**src/mips_timer_pkg.sv**
```systemverilog
`default_nettype none

package mips_timer_pkg;

    //////////////////////////////////////////////////
    // Register map, word offsets
    //////////////////////////////////////////////////
    localparam logic [1:0] TC_CTRL   = 2'd0;
    localparam logic [1:0] TC_PRESET = 2'd1;
    localparam logic [1:0] TC_COUNT  = 2'd2;

    // Control register fields
    localparam int CTRL_EN      = 0;
    localparam int CTRL_MODE_LO = 1;
    localparam int CTRL_MODE_HI = 2;
    localparam int CTRL_IM      = 3;

    // Only the low four control bits exist
    localparam logic [31:0] CTRL_MASK = 32'h0000_000F;

    typedef enum logic [1:0] {
        MODE_ONESHOT = 2'd0,
        MODE_RELOAD  = 2'd1
    } tc_mode_t;

    // TC_CNT is the counting state, TC_COUNT is taken by the register offset
    typedef enum logic [1:0] {
        TC_IDLE,
        TC_LOAD,
        TC_CNT,
        TC_INT
    } tc_state_t;

endpackage

`default_nettype wire

```
**src/mips_bus_pkg.sv**
```systemverilog
`default_nettype none

package mips_bus_pkg;

    //////////////////////////////////////////////////
    // Bus widths
    //////////////////////////////////////////////////
    typedef logic [31:0] addr_t;
    typedef logic [31:0] word_t;
    typedef logic [3:0]  byteen_t;
    typedef logic [5:0]  hw_int_t;
    typedef logic [2:0]  credit_t;

    // Request queue size
    localparam int QUEUE_DEPTH = 4;
    localparam int QPTR_W      = $clog2(QUEUE_DEPTH);

    //////////////////////////////////////////////////
    // Address map
    //////////////////////////////////////////////////
    localparam addr_t DM_BASE  = 32'h0000_0000;
    localparam addr_t DM_LIMIT = 32'h0000_2FFF;
    localparam addr_t TC1_BASE = 32'h0000_7F00;
    localparam addr_t TC2_BASE = 32'h0000_7F10;
    // Three word registers per timer
    localparam addr_t TC_SPAN  = 32'd12;

    // Positions inside hw_int
    localparam int HW_INT_TC1 = 0;
    localparam int HW_INT_TC2 = 1;
    localparam int HW_INT_EXT = 2;

    typedef enum logic [1:0] {
        DEV_DM,
        DEV_TC1,
        DEV_TC2,
        DEV_NONE
    } dev_sel_t;

endpackage

`default_nettype wire
```
**src/bus_req_if.sv**
```systemverilog
`timescale 1ns/1ps
`default_nettype none

interface bus_req_if
    import mips_bus_pkg::*;
();

    logic     valid;
    logic     ready;
    addr_t    addr;
    word_t    wdata;
    byteen_t  byteen;
    dev_sel_t sel;

    // Queue head
    modport src (
        output valid,
        output addr,
        output wdata,
        output byteen,
        input  ready
    );

    // Bridge decodes the head and accepts it
    modport dec (
        input  valid,
        input  addr,
        input  wdata,
        input  byteen,
        output ready,
        output sel
    );

    // Memory port only observes
    modport mem (
        input valid,
        input addr,
        input wdata,
        input byteen,
        input sel
    );

endinterface

`default_nettype wire

```
**src/mips_periph.sv**
```systemverilog
`timescale 1ns/1ps
`default_nettype none

module mips_periph
    import mips_bus_pkg::*;
(
    input  logic    clk,
    input  logic    rst,
    // CPU side
    input  logic    req_valid,
    input  addr_t   req_addr,
    input  word_t   req_wdata,
    input  byteen_t req_byteen,
    output logic    credit_return,
    output logic    rsp_valid,
    output word_t   rsp_rdata,
    // Data memory
    output addr_t   m_data_addr,
    output word_t   m_data_wdata,
    output byteen_t m_data_byteen,
    input  word_t   m_data_rdata,
    input  logic    m_data_ready,
    // Interrupts
    input  logic    interrupt,
    output hw_int_t hw_int
);

    logic       mem_stall;
    logic       tc1_we;
    logic       tc2_we;
    logic [1:0] tc_offset;
    word_t      tc_wdata;
    word_t      tc1_rdata;
    word_t      tc2_rdata;
    word_t      dm_rdata;
    logic       tc1_irq;
    logic       tc2_irq;

    bus_req_if u_bus ();

    //////////////////////////////////////////////////
    // Input side
    //////////////////////////////////////////////////
    pr_req_queue i_queue (
        .clk           (clk),
        .rst           (rst),
        .req_valid     (req_valid),
        .req_addr      (req_addr),
        .req_wdata     (req_wdata),
        .req_byteen    (req_byteen),
        .credit_return (credit_return),
        .bus           (u_bus.src)
    );

    //////////////////////////////////////////////////
    // Decode and timers
    //////////////////////////////////////////////////
    bridge i_bridge (
        .clk       (clk),
        .rst       (rst),
        .bus       (u_bus.dec),
        .mem_stall (mem_stall),
        .tc1_we    (tc1_we),
        .tc2_we    (tc2_we),
        .tc_offset (tc_offset),
        .tc_wdata  (tc_wdata),
        .tc1_rdata (tc1_rdata),
        .tc2_rdata (tc2_rdata),
        .dm_rdata  (dm_rdata),
        .rsp_valid (rsp_valid),
        .rsp_rdata (rsp_rdata)
    );

    timer_counter i_tc1 (
        .clk    (clk),
        .rst    (rst),
        .we     (tc1_we),
        .offset (tc_offset),
        .wdata  (tc_wdata),
        .rdata  (tc1_rdata),
        .irq    (tc1_irq)
    );

    timer_counter i_tc2 (
        .clk    (clk),
        .rst    (rst),
        .we     (tc2_we),
        .offset (tc_offset),
        .wdata  (tc_wdata),
        .rdata  (tc2_rdata),
        .irq    (tc2_irq)
    );

    //////////////////////////////////////////////////
    // Output side
    //////////////////////////////////////////////////
    dm_port i_dm (
        .clk           (clk),
        .rst           (rst),
        .bus           (u_bus.mem),
        .mem_stall     (mem_stall),
        .m_data_addr   (m_data_addr),
        .m_data_wdata  (m_data_wdata),
        .m_data_byteen (m_data_byteen),
        .m_data_rdata  (m_data_rdata),
        .m_data_ready  (m_data_ready),
        .dm_rdata      (dm_rdata),
        .tc1_irq       (tc1_irq),
        .tc2_irq       (tc2_irq),
        .interrupt     (interrupt),
        .hw_int        (hw_int)
    );

endmodule

`default_nettype wire

```
**src/dm_port.sv**
```systemverilog
`timescale 1ns/1ps
`default_nettype none

module dm_port
    import mips_bus_pkg::*;
(
    input  logic    clk,
    input  logic    rst,
    bus_req_if.mem  bus,
    output logic    mem_stall,
    output addr_t   m_data_addr,
    output word_t   m_data_wdata,
    output byteen_t m_data_byteen,
    input  word_t   m_data_rdata,
    input  logic    m_data_ready,
    output word_t   dm_rdata,
    input  logic    tc1_irq,
    input  logic    tc2_irq,
    input  logic    interrupt,
    output hw_int_t hw_int
);

    logic    dm_go;
    logic    rd_back;
    word_t   rdata_q;
    hw_int_t hw_int_d;

    //////////////////////////////////////////////////
    // Memory request
    //////////////////////////////////////////////////
    // Same condition as the bridge handshake for a DM request
    assign dm_go     = bus.valid && (bus.sel == DEV_DM) && m_data_ready;
    assign mem_stall = !m_data_ready;

    assign m_data_addr   = bus.addr;
    assign m_data_wdata  = bus.wdata;
    assign m_data_byteen = dm_go ? bus.byteen : '0;

    //////////////////////////////////////////////////
    // Read return
    //////////////////////////////////////////////////
    always_ff @(posedge clk) begin
        if (rst) begin
            rd_back <= 1'b0;
        end else begin
            rd_back <= dm_go && (bus.byteen == '0);
        end
    end

    // Keep the last returned word stable
    always_ff @(posedge clk) begin
        if (rd_back) begin
            rdata_q <= m_data_rdata;
        end
    end

    assign dm_rdata = rd_back ? m_data_rdata : rdata_q;

    //////////////////////////////////////////////////
    // Interrupt vector
    //////////////////////////////////////////////////
    always_comb begin
        hw_int_d             = '0;
        hw_int_d[HW_INT_TC1] = tc1_irq;
        hw_int_d[HW_INT_TC2] = tc2_irq;
        hw_int_d[HW_INT_EXT] = interrupt;
    end

    always_ff @(posedge clk) begin
        if (rst) begin
            hw_int <= '0;
        end else begin
            hw_int <= hw_int_d;
        end
    end

endmodule

`default_nettype wire

```
**src/timer_counter.sv**
```systemverilog
`timescale 1ns/1ps
`default_nettype none

module timer_counter
    import mips_bus_pkg::*;
    import mips_timer_pkg::*;
(
    input  logic       clk,
    input  logic       rst,
    input  logic       we,
    input  logic [1:0] offset,
    input  word_t      wdata,
    output word_t      rdata,
    output logic       irq
);

    word_t     ctrl;
    word_t     preset;
    word_t     count;
    tc_state_t state;

    logic      ctrl_wr;
    logic      preset_wr;
    tc_mode_t  mode;

    assign ctrl_wr   = we && (offset == TC_CTRL);
    assign preset_wr = we && (offset == TC_PRESET);
    assign mode      = tc_mode_t'(ctrl[CTRL_MODE_HI:CTRL_MODE_LO]);

    //////////////////////////////////////////////////
    // Counter FSM and registers
    //////////////////////////////////////////////////
    always_ff @(posedge clk) begin
        if (rst) begin
            ctrl   <= '0;
            preset <= '0;
            count  <= '0;
            state  <= TC_IDLE;
        end else begin
            case (state)
                TC_IDLE: begin
                    if (ctrl[CTRL_EN]) begin
                        state <= TC_LOAD;
                    end
                end
                TC_LOAD: begin
                    count <= preset;
                    state <= TC_CNT;
                end
                TC_CNT: begin
                    if (!ctrl[CTRL_EN]) begin
                        state <= TC_IDLE;
                    end else if (count <= 32'd1) begin
                        // Last tick lands on zero
                        count <= '0;
                        state <= TC_INT;
                    end else begin
                        count <= count - 1'b1;
                    end
                end
                TC_INT: begin
                    if (mode == MODE_RELOAD) begin
                        state <= TC_LOAD;
                    end else begin
                        // One-shot parks here until CTRL is rewritten
                        ctrl[CTRL_EN] <= 1'b0;
                    end
                end
                default: state <= TC_IDLE;
            endcase

            // Bus writes take priority over the FSM
            if (preset_wr) begin
                preset <= wdata;
            end
            if (ctrl_wr) begin
                ctrl  <= wdata & CTRL_MASK;
                state <= wdata[CTRL_EN] ? TC_LOAD : TC_IDLE;
            end
        end
    end

    // Reload mode stays one cycle in TC_INT, giving a pulse
    assign irq = (state == TC_INT) && ctrl[CTRL_IM];

    //////////////////////////////////////////////////
    // Register read
    //////////////////////////////////////////////////
    always_comb begin
        case (offset)
            TC_CTRL:   rdata = ctrl;
            TC_PRESET: rdata = preset;
            TC_COUNT:  rdata = count;
            default:   rdata = '0;
        endcase
    end

endmodule

`default_nettype wire

```
**src/bridge.sv**
```systemverilog
`timescale 1ns/1ps
`default_nettype none

module bridge
    import mips_bus_pkg::*;
(
    input  logic       clk,
    input  logic       rst,
    bus_req_if.dec     bus,
    input  logic       mem_stall,
    output logic       tc1_we,
    output logic       tc2_we,
    output logic [1:0] tc_offset,
    output word_t      tc_wdata,
    input  word_t      tc1_rdata,
    input  word_t      tc2_rdata,
    input  word_t      dm_rdata,
    output logic       rsp_valid,
    output word_t      rsp_rdata
);

    dev_sel_t dev;
    logic     hs;
    logic     is_write;
    logic     rd_hs;

    // Record of the read in flight
    logic     pend_valid;
    dev_sel_t pend_dev;
    word_t    pend_tc_rdata;

    function automatic logic in_timer(input addr_t a, input addr_t base);
        return (a >= base) && (a < base + TC_SPAN);
    endfunction

    //////////////////////////////////////////////////
    // Address decode
    //////////////////////////////////////////////////
    always_comb begin
        if (bus.addr >= DM_BASE && bus.addr <= DM_LIMIT) begin
            dev = DEV_DM;
        end else if (in_timer(bus.addr, TC1_BASE)) begin
            dev = DEV_TC1;
        end else if (in_timer(bus.addr, TC2_BASE)) begin
            dev = DEV_TC2;
        end else begin
            dev = DEV_NONE;
        end
    end

    assign bus.sel   = dev;
    // Only DM requests wait on the memory
    assign bus.ready = !(dev == DEV_DM && mem_stall);

    assign hs       = bus.valid && bus.ready;
    assign is_write = |bus.byteen;
    assign rd_hs    = hs && !is_write;

    // Timer write steering
    assign tc1_we    = hs && is_write && (dev == DEV_TC1);
    assign tc2_we    = hs && is_write && (dev == DEV_TC2);
    assign tc_offset = bus.addr[3:2];
    assign tc_wdata  = bus.wdata;

    //////////////////////////////////////////////////
    // Read response
    //////////////////////////////////////////////////
    always_ff @(posedge clk) begin
        if (rst) begin
            pend_valid <= 1'b0;
        end else begin
            pend_valid <= rd_hs;
        end
    end

    // Timer data is captured at the handshake, DM data arrives next cycle
    always_ff @(posedge clk) begin
        if (rd_hs) begin
            pend_dev      <= dev;
            pend_tc_rdata <= (dev == DEV_TC2) ? tc2_rdata : tc1_rdata;
        end
    end

    always_comb begin
        case (pend_dev)
            DEV_DM:           rsp_rdata = dm_rdata;
            DEV_TC1, DEV_TC2: rsp_rdata = pend_tc_rdata;
            default:          rsp_rdata = '0;
        endcase
    end

    assign rsp_valid = pend_valid;

endmodule

`default_nettype wire

```
**src/pr_req_queue.sv**
```systemverilog
`timescale 1ns/1ps
`default_nettype none

module pr_req_queue
    import mips_bus_pkg::*;
(
    input  logic    clk,
    input  logic    rst,
    input  logic    req_valid,
    input  addr_t   req_addr,
    input  word_t   req_wdata,
    input  byteen_t req_byteen,
    output logic    credit_return,
    bus_req_if.src  bus
);

    // Entry storage
    addr_t   addr_mem   [QUEUE_DEPTH];
    word_t   wdata_mem  [QUEUE_DEPTH];
    byteen_t byteen_mem [QUEUE_DEPTH];

    logic [QPTR_W-1:0] wr_ptr;
    logic [QPTR_W-1:0] rd_ptr;
    credit_t           count;

    logic push;
    logic pop;

    // Requester only pushes while holding a credit
    assign push = req_valid;
    assign pop  = bus.valid && bus.ready;

    //////////////////////////////////////////////////
    // Storage write
    //////////////////////////////////////////////////
    always_ff @(posedge clk) begin
        if (push) begin
            addr_mem[wr_ptr]   <= req_addr;
            wdata_mem[wr_ptr]  <= req_wdata;
            byteen_mem[wr_ptr] <= req_byteen;
        end
    end

    //////////////////////////////////////////////////
    // Pointers and occupancy
    //////////////////////////////////////////////////
    always_ff @(posedge clk) begin
        if (rst) begin
            wr_ptr <= '0;
            rd_ptr <= '0;
            count  <= '0;
        end else begin
            if (push) begin
                wr_ptr <= wr_ptr + 1'b1;
            end
            if (pop) begin
                rd_ptr <= rd_ptr + 1'b1;
            end
            case ({push, pop})
                2'b10:   count <= count + 1'b1;
                2'b01:   count <= count - 1'b1;
                default: count <= count;
            endcase
        end
    end

    // Head of queue
    assign bus.valid  = (count != '0);
    assign bus.addr   = addr_mem[rd_ptr];
    assign bus.wdata  = wdata_mem[rd_ptr];
    assign bus.byteen = byteen_mem[rd_ptr];

    // One credit back per entry leaving
    assign credit_return = pop;

endmodule

`default_nettype wire

```
**config.mk**
```make
export PLATFORM = sky130hd
export DESIGN_NAME = mips_periph
export DESIGN_NICKNAME = d
export VERILOG_FILES = /design/src/mips_timer_pkg.sv /design/src/mips_bus_pkg.sv /design/src/bus_req_if.sv /design/src/mips_periph.sv /design/src/dm_port.sv /design/src/timer_counter.sv /design/src/bridge.sv /design/src/pr_req_queue.sv
export SDC_FILE = /design/constraint.sdc
export NUM_CORES = 1
export LEC_CHECK = 0
export BUFFER_PORTS_ARGS = -buffer_cell sky130_fd_sc_hd__buf_2
export CAP_MARGIN = 25
export CORE_AREA = 2 2 204 206
export CTS_CLUSTER_SIZE = 16
export DETAILED_ROUTE_END_ITERATION = 8
export DIE_AREA = 0 0 206 208
export PLACE_DENSITY = 0.86
export SYNTH_ARGS = -nofsm -noshare
export SYNTH_HDL_FRONTEND = slang
export SYNTH_SLANG_ARGS = --single-unit
```
**constraint.sdc**
```tcl
create_clock -name clk -period 3.6 [get_ports clk]
set_input_delay 0 -clock clk [delete_from_list [all_inputs] [get_ports clk]]
set_output_delay 0 -clock clk [all_outputs]
set_load 0.01 [all_outputs]
```
==> impl_results.rst <==
.. list-table::
   :header-rows: 1

   * - Metric
     - Value
   * - Worst path required time
     - 4.12 ns
   * - Worst hold-check path type
     - in -> reg
   * - Area enclosed by the die boundary
     - 42,800 µm²
   * - 1st-iter DRT viols
     - 2,189
   * - Cell area after technology mapping
     - 21,200 µm²
   * - GRT met1 Usage
     - 33.2%
   * - Sum of net half-perimeters after detailed placement
     - 35,400 µm
   * - Combined buffer and inverter count along the critical path
     - 3
   * - Slowest cell delay on critical path
     - 0.59 ns
   * - Core Util, Final
     - 63.2%
   * - Synthesized instance count
     - 1,631
   * - Power density relative to cell area
     - 606 nW/µm²
   * - Crit path kind
     - reg -> reg
   * - XOR/XNOR Fraction of Synth Area
     - 1.20%
   * - Worst-margin pin slew
     - 1.00 ns
   * - Total routed wirelength
     - 56,800 µm
   * - Adder-cell share of the synthesized area
     - 1.21%
   * - Critical path arrival
     - 3.94 ns
   * - Number of storage elements in the synthesis netlist
     - 492
   * - Main synth FF type
     - edfxtp_1
   * - Sum of overflow across all layers after global routing
     - 0
   * - # DRC
     - 0
   * - Slew HR
     - 33.1%
   * - Cell type contributing the most total cell area after synthesis
     - edfxtp_1
   * - Timing-limited maximum frequency
     - 0.292 GHz
   * - Detailed-router iteration count before antenna repair
     - 8
   * - Initial standard-cell utilization of the core
     - 52.3%
   * - Commonest non-fill, non-tap cells in the layout
     - 306 x edfxtp_1, 208 x buf_2, 184 x dfxtp_1
   * - Max FO, Critical Path
     - 12
   * - Clock tree from TritonCTS
     - done
   * - Via density per instance
     - 6.21
   * - Max Buffers Root-to-Sink
     - 3
   * - Hold violation count in the final report
     - 0
   * - Fraction of the mapped netlist area in simple logic gates
     - 9.36%
   * - Number of enable-type register cells in the synthesized netlist
     - 306
   * - Vias
     - 15,600
   * - Leading cell types by total area after synthesis
     - edfxtp_1 43%, dfxtp_1 18%, mux4_2 7.1%, mux2i_1 3.7%, nor2_1 2.8%
   * - Mean area per synthesized cell
     - 13.0 µm²
   * - DRT antenna net count
     - 0
   * - Crit share post-route
     - 95.0%
   * - Area of the placeable core
     - 40,600 µm²
   * - Cell with the largest stage delay on the worst path
     - mux4_2
   * - Count of distinct cell types in the synthesized netlist
     - 75
   * - Average wire per standard cell
     - 22.7 µm
   * - Series of cell instances along the critical path
     - buf_4, mux4_2, nor4_4, nand3_4, or2_1, o31ai_4, inv_2, ha_1, inv_1, fa_1, xor2_1, or3_1, a21oi_1
   * - Yosys warns
     - 0
   * - I/O pin count
     - 213
   * - Vias in the first global route
     - 15,600
   * - CP endpoint kind
     - flop
   * - Combined global-route utilization of all metal layers
     - 26.3%
   * - Fraction of the mapped netlist area in compound gates
     - 11.5%
   * - Clk_lat worst skew
     - 0.59 ns
   * - P_leak
     - 9.59 nW
   * - Busiest layer in global routing
     - met2
   * - Layout Area Growth over Synthesis
     - 20.8%
   * - Clock buffer count from CTS
     - 48
   * - Final min period
     - 3.42 ns
   * - Multiplexer share of the synthesized area
     - 12.8%
   * - Clk sink count
     - 492
   * - Setup TNS
     - 0 ns
   * - Async set-reset flop share out of synthesis
     - 0%
   * - Core Rows
     - 74
   * - Most common cell after layout, fill and taps aside
     - edfxtp_1
   * - Final weighted congestion of routability-driven global placement
     - 0.913
   * - Max-capacitance violation count
     - 0
   * - Worst-path clk slew
     - 0.07 ns
   * - Final Skew
     - 0.0261 ns
   * - Y dimension of the die
     - 208 µm
   * - Width of the die
     - 206 µm
   * - RSZ-0062 raised after global routing
     - no
   * - Critical Path Start Type
     - flop
   * - Largest delay contributor family on the critical path
     - simple AND/OR/NAND/NOR gates
   * - Number of nets in the finished design
     - 2,062
   * - Final count of negative-setup-slack endpoints
     - 0
   * - First-pass GRT wire length
     - 87,400 µm
   * - H-tree level count
     - 2
   * - Sequential cell area fraction in the yosys report
     - 60.8%
   * - Antenna violations before repair
     - 0
   * - Maximum number of pins on one net before global-route repair
     - 82
   * - Peak supply drop
     - 566 µV
   * - Status
     - complete, no violations
   * - Layout cell share with drive strength beyond 1
     - 23.6%
   * - Number of antenna diodes
     - 0
   * - Combinational family with the most area after synthesis
     - multiplexers
   * - Met3 track utilization from global routing
     - 6.66%
   * - M2 GR Usage
     - 43.7%
   * - Synth top area share
     - 43.3%
   * - Clock Tree Root
     - clkbuf_16
   * - I/O Buffers
     - 209
   * - Final number of max-transition violations
     - 0
-- worst paths after layout --
check	start	to	slack (ns)	depth (start not counted)
hold / removal	req_addr[29]	i_queue.addr_mem[2][29]	0.16	2
setup / recovery	flop	i_queue.count[2]	0.18	13
hold reg to reg	i_dm.rdata_q[0]	i_dm.rdata_q[0]	0.48	1
setup reg to reg	flop	i_queue.count[2]	0.18	13
-- logic make-up after synthesis --
kind of cell	after synthesis
xor+xnor	29
mux	183
buf+inv	146
other cells	1
compound gates	369
simple gates	391
fa+ha+maj	20
flops	492
-- where the power goes --
| part | leakage (nW) | internal [mW] | switching, mW | total (mW) |
|---|---|---|---|---|
| clock | 0.757 | 2.91 | 2.17 | 5.07 |
| combinational | 4.52 | 1.58 | 2.34 | 3.91 |
| sequential | 4.32 | 6.30 | 0.266 | 6.56 |
| total | 9.59 | 10.8 | 4.77 | 15.6 |
-- cells in the mapped netlist (24+ instances only) --
cell and n:
a211oi_1 27, a21oi_1 74, a221oi_1 31, a22oi_1 63, clkbuf_1 82, dfxtp_1 186
edfxtp_1 306, inv_1 27, mux2_2 36, mux2i_1 78, mux4_2 67, nand2_1 68
nor2_1 159, o211a_1 24, o21ai_0 93
-- state kept, by name, indices dropped and copies added (netlist names), 3 cells and up, named ones only --
register,count
i_queue.byteen_mem,16
i_tc2.preset,32
i_tc1.ctrl,4
i_tc1.count,32
i_tc2.count,32
i_dm.hw_int,3
i_queue.count,3
i_tc2.ctrl,4
i_queue.wdata_mem,128
i_queue.addr_mem,128
i_dm.rdata_q,32
i_tc1.preset,32
i_bridge.pend_tc_rdata,32
-- area by class of cell --
cell class,count,area [µm²]
clock buffer,56,1240
clock inverter,33,334
fill,2925,14900
inverter,30,113
multi-input combinational,995,7700
sequential,492,12900
tap,532,666
timing repair buffer,370,2670
-- layer usage --
| metal | up-vias | share of wire [%] |
|---|---|---|
| met5 | - | 0 |
| met4 | 0 | 3.3 |
| met3 | 168 | 9.5 |
| met2 | 904 | 49 |
| met1 | 7614 | 38 |
| li1 | 6885 | - |
-- per-stage QoR --
step / std cells / power, mW / worst slack, ns / hold slack (ns) / area [µm²]
final: 2508 / 15.6 / 0.180 / 0.159 / 25600
after global routing: 2508 / 16.2 / 0.0159 / 0.148 / 25600
after CTS: 2500 / 15.5 / 0.0508 / 0.126 / 25500
after detailed placement: 2306 / 10.4 / -0.00700 / 0.216 / 22900
after global placement: 2305 / 10.2 / 0.140 / 0.208 / 22900
after floorplan: 1633 / 9.05 / 0.00594 / 0.0989 / 21200
-- timing repair --
| action | CTS | global route |
|---|---|---|
| gates resized for setup | 1 | 2 |
| hold buffers | 105 | 0 |
| hold endpoints to repair | 338 | 0 |
| pin swaps | 0 | 0 |
| setup endpoints to repair | 24 | 36 |
| buffers inserted | 0 | 5 |
Power figures use the tool's default switching activity.
